--- config.mk ---
export PLATFORM = sky130hd
export DESIGN_NAME = tcp_rx_notif_top
export DESIGN_NICKNAME = d
export VERILOG_FILES = /design/src/rtl/noc_msg_pkg.sv /design/src/rtl/tcp_rx_pkg.sv /design/src/rtl/tcp_rx_flow_ready_tbl.sv /design/src/rtl/tcp_rx_poller.sv /design/src/rtl/tcp_rx_msg_noc_if_out_ctrl.sv /design/src/rtl/tcp_rx_msg_noc_if_out_datap.sv /design/src/rtl/tcp_rx_notif_top.sv
export SDC_FILE = /design/constraint.sdc
export NUM_CORES = 1
export LEC_CHECK = 0
export BUFFER_PORTS_ARGS = -buffer_cell sky130_fd_sc_hd__buf_2
export CAP_MARGIN = 15
export CORE_MARGIN = 10
export CORE_UTILIZATION = 55
export CTS_CLUSTER_SIZE = 25
export DETAILED_ROUTE_END_ITERATION = 8
export PLACE_DENSITY_LB_ADDON = 0.12
export SYNTH_ARGS = -nofsm -noshare
export SYNTH_HDL_FRONTEND = slang
export SYNTH_SLANG_ARGS = --single-unit
export TNS_END_PERCENT = 5
--- constraint.sdc ---
create_clock -name clk -period 4.7 [get_ports clk]
set_input_delay 0.47 -clock clk [delete_from_list [all_inputs] [get_ports clk]]
set_output_delay 0.47 -clock clk [all_outputs]
set_load 0.02 [all_outputs]
--- src/rtl/noc_msg_pkg.sv ---
package noc_msg_pkg;

    // ********************
    // flit and field widths
    // ********************

    localparam int NOC_DATA_W = 64;       // one flit.
    localparam int XY_W       = 4;        // mesh coordinate.
    localparam int FBITS_W    = 4;        // endpoint selector inside a tile.
    localparam int MSG_LEN_W  = 8;        // body flits after the header.

    // ********************
    // message types
    // ********************

    typedef enum logic [7:0] {
        TCP_RX_MSG_REQ  = 8'h40,          // app asks for notifications.
        TCP_RX_MSG_RESP = 8'h41           // notification back to the app.
    } msg_type_e;

    // ********************
    // header flit core
    // ********************

    // common to every message on the mesh, dst first so the
    // routers find it in the top bits.
    typedef struct packed {
        logic [XY_W-1:0]      dst_x_coord;
        logic [XY_W-1:0]      dst_y_coord;
        logic [FBITS_W-1:0]   dst_fbits;
        logic [MSG_LEN_W-1:0] msg_len;    // zero for single flit messages.
        msg_type_e            msg_type;
        logic [XY_W-1:0]      src_x_coord;
        logic [XY_W-1:0]      src_y_coord;
        logic [FBITS_W-1:0]   src_fbits;
    } noc_hdr_core_s;

    // a tile endpoint.
    typedef struct packed {
        logic [XY_W-1:0]      x;
        logic [XY_W-1:0]      y;
        logic [FBITS_W-1:0]   fbits;
    } noc_dest_s;

endpackage

--- src/rtl/tcp_rx_pkg.sv ---
package tcp_rx_pkg;
    import noc_msg_pkg::*;

    // ********************
    // flows and buffers
    // ********************

    localparam int NUM_FLOWS = 8;
    localparam int FLOWID_W  = 3;         // log2 of NUM_FLOWS.
    localparam int BUF_IDX_W = 8;
    localparam int BUF_LEN_W = 12;

    typedef struct packed {
        logic [BUF_IDX_W-1:0] idx;        // slot in the payload buffer.
        logic [BUF_LEN_W-1:0] len;        // bytes of in-order data.
    } tcp_buf_with_idx;

    // from the receive pipeline.
    typedef struct packed {
        logic [FLOWID_W-1:0]  flowid;
        tcp_buf_with_idx      head_buf;
        noc_dest_s            dst;        // owning app tile.
    } tcp_rx_commit_s;

    // poller to output side.
    typedef struct packed {
        logic [FLOWID_W-1:0]  flowid;
        tcp_buf_with_idx      head_buf;
        noc_dest_s            dst;
    } tcp_rx_pick_s;

    // ********************
    // notification flit
    // ********************

    localparam int HDR_PAD_W = NOC_DATA_W - $bits(noc_hdr_core_s) - FLOWID_W
                             - $bits(tcp_buf_with_idx);

    typedef struct packed {
        noc_hdr_core_s        core;
        logic [FLOWID_W-1:0]  inner_flowid;
        tcp_buf_with_idx      inner_buf;
        logic [HDR_PAD_W-1:0] pad;        // unused low bits.
    } tcp_noc_hdr_flit;

    localparam logic [FBITS_W-1:0] TCP_RX_APP_PTR_IF_FBITS = 4'h3;

endpackage

--- src/rtl/tcp_rx_flow_ready_tbl.sv ---
module tcp_rx_flow_ready_tbl
    import tcp_rx_pkg::*;
(
    input  logic                         clk,
    input  logic                         rst,

    input  logic                         commit_val,
    output logic                         commit_rdy,
    input  tcp_rx_commit_s               commit,

    input  logic                         clr_val,
    input  logic [FLOWID_W-1:0]          clr_flowid,

    output logic [NUM_FLOWS-1:0]         pending,
    output tcp_rx_pick_s [NUM_FLOWS-1:0] flow_data
);

    logic commit_xfer;
    logic rdy_reg;

    assign commit_rdy  = rdy_reg;
    assign commit_xfer = commit_val & commit_rdy;

    // ********************
    // commit acceptance
    // ********************

    always_ff @(posedge clk) begin
        if (rst) begin
            rdy_reg <= 1'b0;
        end else begin
            rdy_reg <= 1'b1;                     // open once out of reset.
        end
    end

    // ********************
    // pending bitmap
    // ********************

    always_ff @(posedge clk) begin
        if (rst) begin
            pending <= '0;
        end else begin
            if (clr_val) begin
                pending[clr_flowid] <= 1'b0;
            end
            // the set comes last so a commit landing on the flow being
            // picked in this cycle is kept for the next round.
            if (commit_xfer) begin
                pending[commit.flowid] <= 1'b1;
            end
        end
    end

    // ********************
    // per flow fields
    // ********************

    always_ff @(posedge clk) begin
        if (commit_xfer) begin
            flow_data[commit.flowid].flowid   <= commit.flowid;
            flow_data[commit.flowid].head_buf <= commit.head_buf;  // latest wins.
            flow_data[commit.flowid].dst      <= commit.dst;
        end
    end

    // poller only clears what it saw pending.
    clr_only_pending: assert property (
        @(posedge clk) disable iff (rst)
        clr_val |-> pending[clr_flowid]
    );

endmodule

--- src/rtl/tcp_rx_poller.sv ---
module tcp_rx_poller
    import tcp_rx_pkg::*;
(
    input  logic                         clk,
    input  logic                         rst,

    input  logic [NUM_FLOWS-1:0]         pending,
    input  tcp_rx_pick_s [NUM_FLOWS-1:0] flow_data,

    output logic                         pick_val,
    input  logic                         pick_rdy,
    output tcp_rx_pick_s                 pick,

    output logic                         clr_val,
    output logic [FLOWID_W-1:0]          clr_flowid
);

    logic [FLOWID_W-1:0] ptr;                    // first flow to look at.
    logic [FLOWID_W-1:0] grant_idx;
    logic                found;

    // ********************
    // round robin search
    // ********************

    always_comb begin
        logic [FLOWID_W-1:0] cand;

        found     = 1'b0;
        grant_idx = '0;
        cand      = '0;
        for (int i = 0; i < NUM_FLOWS; i++) begin
            cand = ptr + FLOWID_W'(i);           // wraps at NUM_FLOWS.
            if (!found && pending[cand]) begin
                found     = 1'b1;
                grant_idx = cand;
            end
        end
    end

    assign pick_val   = found;
    assign pick       = flow_data[grant_idx];
    assign clr_val    = pick_val & pick_rdy;
    assign clr_flowid = grant_idx;

    // ********************
    // pointer
    // ********************

    always_ff @(posedge clk) begin
        if (rst) begin
            ptr <= '0;
        end else if (clr_val) begin
            ptr <= grant_idx + 1'b1;             // one past the last grant.
        end
    end

    // the table row behind the pick must still be pending.
    pick_is_pending: assert property (
        @(posedge clk) disable iff (rst)
        pick_val |-> pending[pick.flowid]
    );

endmodule

--- src/rtl/tcp_rx_msg_noc_if_out_ctrl.sv ---
module tcp_rx_msg_noc_if_out_ctrl (
    input  logic clk,
    input  logic rst,

    input  logic pick_val,
    output logic pick_rdy,

    output logic noc_out_val,
    input  logic noc_out_rdy,

    output logic ctrl_datap_store_inputs
);

    typedef enum logic [0:0] {
        WAIT_PICK,
        SEND_HDR
    } state_e;

    state_e state;
    state_e state_next;

    // ********************
    // state register
    // ********************

    always_ff @(posedge clk) begin
        if (rst) begin
            state <= WAIT_PICK;
        end else begin
            state <= state_next;
        end
    end

    // ********************
    // next state, outputs
    // ********************

    always_comb begin
        state_next              = state;
        pick_rdy                = 1'b0;
        noc_out_val             = 1'b0;
        ctrl_datap_store_inputs = 1'b0;
        case (state)
            WAIT_PICK: begin
                pick_rdy = pick_val;             // only when there is a pick.
                if (pick_val) begin
                    ctrl_datap_store_inputs = 1'b1;
                    state_next              = SEND_HDR;
                end
            end
            SEND_HDR: begin
                noc_out_val = 1'b1;              // held until the mesh takes it.
                if (noc_out_rdy) begin
                    state_next = WAIT_PICK;
                end
            end
            default: begin
                state_next = WAIT_PICK;
            end
        endcase
    end

    // a store is followed by the flit on the very next cycle.
    store_then_send: assert property (
        @(posedge clk) disable iff (rst)
        ctrl_datap_store_inputs |-> (state == WAIT_PICK) ##1 noc_out_val
    );

endmodule

--- src/rtl/tcp_rx_msg_noc_if_out_datap.sv ---
module tcp_rx_msg_noc_if_out_datap
    import noc_msg_pkg::*;
    import tcp_rx_pkg::*;
#(
    parameter int SRC_X = 0,
    parameter int SRC_Y = 0
) (
    input  logic                  clk,
    input  logic                  rst,

    input  tcp_rx_pick_s          pick,
    input  logic                  ctrl_datap_store_inputs,

    output logic [NOC_DATA_W-1:0] noc_out_data
);

    logic [FLOWID_W-1:0] flowid_reg;
    tcp_buf_with_idx     head_buf_reg;
    noc_dest_s           dst_reg;
    tcp_noc_hdr_flit     hdr_flit;

    // ********************
    // pick registers
    // ********************

    always_ff @(posedge clk) begin
        if (rst) begin
            flowid_reg   <= '0;
            head_buf_reg <= '0;
            dst_reg      <= '0;
        end else if (ctrl_datap_store_inputs) begin
            flowid_reg   <= pick.flowid;
            head_buf_reg <= pick.head_buf;
            dst_reg      <= pick.dst;
        end
    end

    // ********************
    // header flit
    // ********************

    always_comb begin
        hdr_flit = '0;

        hdr_flit.core.dst_x_coord = dst_reg.x;
        hdr_flit.core.dst_y_coord = dst_reg.y;
        hdr_flit.core.dst_fbits   = dst_reg.fbits;
        hdr_flit.core.msg_len     = '0;          // header only.
        hdr_flit.core.msg_type    = TCP_RX_MSG_RESP;
        hdr_flit.core.src_x_coord = XY_W'(SRC_X);
        hdr_flit.core.src_y_coord = XY_W'(SRC_Y);
        hdr_flit.core.src_fbits   = TCP_RX_APP_PTR_IF_FBITS;

        hdr_flit.inner_flowid     = flowid_reg;
        hdr_flit.inner_buf        = head_buf_reg;
    end

    assign noc_out_data = hdr_flit;

endmodule

--- src/rtl/tcp_rx_notif_top.sv ---
module tcp_rx_notif_top
    import noc_msg_pkg::*;
    import tcp_rx_pkg::*;
#(
    parameter int SRC_X = 0,
    parameter int SRC_Y = 0
) (
    input  logic                  clk,
    input  logic                  rst,

    input  logic                  commit_val,
    output logic                  commit_rdy,
    input  tcp_rx_commit_s        commit,

    output logic                  noc_out_val,
    input  logic                  noc_out_rdy,
    output logic [NOC_DATA_W-1:0] noc_out_data
);

    logic [NUM_FLOWS-1:0]         pending;
    tcp_rx_pick_s [NUM_FLOWS-1:0] flow_data;

    logic                         pick_val;
    logic                         pick_rdy;
    tcp_rx_pick_s                 pick;

    logic                         clr_val;
    logic [FLOWID_W-1:0]          clr_flowid;
    logic                         ctrl_datap_store_inputs;

    tcp_rx_flow_ready_tbl flow_tbl (
        .clk        (clk),
        .rst        (rst),
        .commit_val (commit_val),
        .commit_rdy (commit_rdy),
        .commit     (commit),
        .clr_val    (clr_val),
        .clr_flowid (clr_flowid),
        .pending    (pending),
        .flow_data  (flow_data)
    );

    tcp_rx_poller poller (
        .clk        (clk),
        .rst        (rst),
        .pending    (pending),
        .flow_data  (flow_data),
        .pick_val   (pick_val),
        .pick_rdy   (pick_rdy),
        .pick       (pick),
        .clr_val    (clr_val),
        .clr_flowid (clr_flowid)
    );

    tcp_rx_msg_noc_if_out_ctrl out_ctrl (
        .clk                     (clk),
        .rst                     (rst),
        .pick_val                (pick_val),
        .pick_rdy                (pick_rdy),
        .noc_out_val             (noc_out_val),
        .noc_out_rdy             (noc_out_rdy),
        .ctrl_datap_store_inputs (ctrl_datap_store_inputs)
    );

    tcp_rx_msg_noc_if_out_datap #(
        .SRC_X (SRC_X),
        .SRC_Y (SRC_Y)
    ) out_datap (
        .clk                     (clk),
        .rst                     (rst),
        .pick                    (pick),
        .ctrl_datap_store_inputs (ctrl_datap_store_inputs),
        .noc_out_data            (noc_out_data)
    );

endmodule

==> impl_results.md <==
* TritonRoute pass-1 iters at 5
* Sequential cell area at 9370 um^2
* Pleak at 5.81 nW
* Metal3 WL at 2.16 mm
* CP Buf/Inv Count at 2
* Average size of a mapped cell at 14.9 um^2
* WS Path Type: reg -> reg
* Layout cells sized above 1 at 23.9%
* Gpl congestion at 0.908
* Placed Area at 15400 um^2
* Post-CTS Resized at 0
* Area of the core at 26100 um^2
* Post-synth EDFFs at 280
* DIE WIDTH at 183 um
* Area grow syn2layout at 12.3%
* Delay-heaviest family, CP: multiplexers
* CP endpoint kind: flop
* Final HPWL DP at 18.3 mm
* Drt total wl at 32.1 mm
* Starting density of the core at 56.2%
* I/O Buffers at 75
* Worst-margin pin slew at 1.17 ns
* Max FFs per register at 280
* Critical Path Fanout Max at 27
* Wire length on met2 at 15.8 mm
* Row cnt at 59
* Clk pwr share at 31.0%
* # fillers at 1954
* Top FF cell, synth: edfxtp_1
* Final Hold Fails at 0
* Max cap viols at 0
* CP max stage cell: ha_1
* Number of remaining DRC errors at 0
* Vias/cell at 5.88
* Total GRT Usage at 18.9%
* # nets final at 1105
* Synth area leader: edfxtp_1
* Slew Viols, Final at 0
* Num CTS Buffers at 35
* Synthesized area at 14700 um^2
* Crit path cell chain: inv_1 -> ha_1 -> mux2_2 -> mux4_2 -> nor3_2 -> o2111ai_1 -> nand3_4 -> buf_4 -> mux2i_1 -> mux2_2 -> o221ai_2
* Largest net degree at the start of global routing at 41
* Distinct cell type count after synthesis at 62
* Commonest non-fill, non-tap cells in the layout: 280 x edfxtp_1, 138 x mux2i_1, 100 x and2_1
* Post-route setup slack at 0.557 ns
* Synth top area share at 57.3%
* Slew HR at 22.1%
* First-pass GRT wire length at 49.3 mm
* Sw Ratio at 30.2%
* Setup bufs post-CTS at 0
* Required time of the critical path at 5.08 ns
* WP data arrival at 4.52 ns
* Footprint of the multi-input gates at 4790 um^2
* Hold Path Class: in -> reg
* CTS sink cnt at 328
* Critical Path Stages at 11
* Cell Pwr Density at 522 nW/um^2
* Pre-CTS setup slack at 0.596 ns
* Final worst-path cycle share at 88.1%
* Ys Warns at 0
* Peak per-stage delay on the critical path at 0.72 ns
* Synth Register Bits at 328
* Async S/R FF share, synth at 0%
* Fmax at 241 MHz
* Sequential area share after synthesis at 63.8%
* Vias in the first global route at 8528
* Dominant cells by area after synthesis: edfxtp_1 57%, mux2i_1 9.4%, dfxtp_1 6.5%
* Total power at 8.61 mW
* Max rail drop VDD at 0.335 mV
* Top layer in use: met5
* Setup_tns at 0 ns
* Biggest register: flow_tbl.flow_data
* Post-route antenna net violation count at 0
* Status: complete, no violations
* Hold_buf cts at 0
* Die Area at 33600 um^2
* Reg2Reg Depth at 11
* Ports at 105
* Minimum clock period at 4.14 ns
* H-tree depth at 2
* RSZ-0062 raised after global routing: false
* Sequential share of power at 38.7%
* Post-layout util at 63.1%
* Combinational share of power at 30.3%
* Design Area, Final at 16500 um^2
* M1 wire length at 13.4 mm
* Root Buffer: clkbuf_16
* Initial DRC Count at 685
* Crit-path most repeated cell: mux2_2
* Critical path startpoint category: flop
* Clock slew at reported path FFs at 0.06 ns
* Worst skew pair latency at 0.52 ns
* Endpoints failing setup at 0
* Via count at 8385
* Clock Path Buffers at 3
* Synth Instances at 982
* Initial antenna violation count at 3
* CTS tree: yes
* Fin Clk Skew at 0.0177 ns
* Cells on Worst Hold Path at 1
* Die Y at 183 um
* Internal cell power at 6.00 mW
* Commonest non-fill, non-tap cell in the layout: edfxtp_1
* Wire length per cell at 22.5 um
* P_sw at 2.60 mW
* Remaining Overflow, GRT at 0
[per-stage QoR]
step	hold WS, ns	std cells
after global routing	0.209	1426
after global placement	0.452	1362
after detailed placement	0.445	1362
after CTS	0.200	1426
after floorplan	0.513	1009
final	0.212	1427
[final timing paths]
kind / slack [ns] / startpoint / end
worst max-delay path: 0.56 / poller.ptr[0] / out_datap.noc_out_data[56]
worst min-delay path: 0.21 / commit[19] / flow_tbl.flow_data[54]
worst max register to register: 0.56 / poller.ptr[0] / out_datap.noc_out_data[56]
worst min register to register: 0.46 / out_datap.noc_out_data[14] / out_datap.noc_out_data[14]
[cell usage after synthesis, drive strengths merged, types with 2 or more instances]
cell	number
nor2b	3
xor2	2
o31ai	4
a221oi	4
a21oi	21
clkbuf	25
o22ai	12
nor3	6
o211ai	3
nand4	2
edfxtp	280
buf	65
a22oi	22
and2	105
nand2b	2
nor2	13
and3b	2
mux2	66
o221ai	24
a21boi	11
xnor2	3
mux4	15
mux2i	138
ha	2
dfxtp	48
a211oi	3
nand3	6
and3	2
o2111ai	2
a22o	11
o21ai	5
conb	2
inv	15
nand2	36
a31oi	2
nor3b	4
o21a	2
[per-layer routing]
| metal | vias up | GRT usage (%) |
|---|---|---|
| li1 | 3869 | - |
| met1 | 4199 | 24.1 |
| met2 | 251 | 32.1 |
| met3 | 62 | 3.95 |
| met4 | 4 | 5.48 |
| met5 | - | 0 |
[worst reg2reg max path, delay by kind of cell (launching register included)]
| family | cells | cell delay, ns |
|---|---|---|
| buffers and inverters | 2 | 0.47 |
| AND/OR/NAND/NOR | 2 | 0.75 |
| adder cells (fa/ha/maj) | 1 | 0.72 |
| multiplexers | 4 | 1.37 |
| AO/OA/AOI/OAI | 2 | 0.35 |
| flip-flops | 1 | 0.34 |
[final cells by class]
cell class | instances | area share (%)
timing repair buffer | 108 | 4.39
inverter | 15 | 0.342
sequential | 328 | 56.8
multi-input combinational | 576 | 29.0
clock buffer | 50 | 6.03
tap | 335 | 2.54
antenna | 1 | 0.0152
clock inverter | 14 | 0.797
[power by group through the flow]
| stage | combinational, mW | sequential, mW | clock [mW] |
|---|---|---|---|
| finish | 2.61 | 3.33 | 2.67 |
| global route | 2.81 | 3.34 | 2.83 |
| detailed placement | 2.61 | 3.39 | 0 |
| floorplan | 1.94 | 3.45 | 0 |
| CTS | 2.62 | 3.33 | 2.70 |
| global placement | 2.60 | 3.39 | 0 |
[cells by family after synthesis]
family / count (synthesis) / synth area share, %
AOI/OAI and AO/OA: 137 / 7.43
xor gates and xnor gates: 5 / 0.298
adders and majority gates: 2 / 0.170
buffers and inverters: 105 / 4.42
DFF: 328 / 63.8
muxes: 219 / 16.8
other: 2 / 0.0512
and+or+nand+nor: 184 / 7.01
Power figures use the tool's default switching activity.
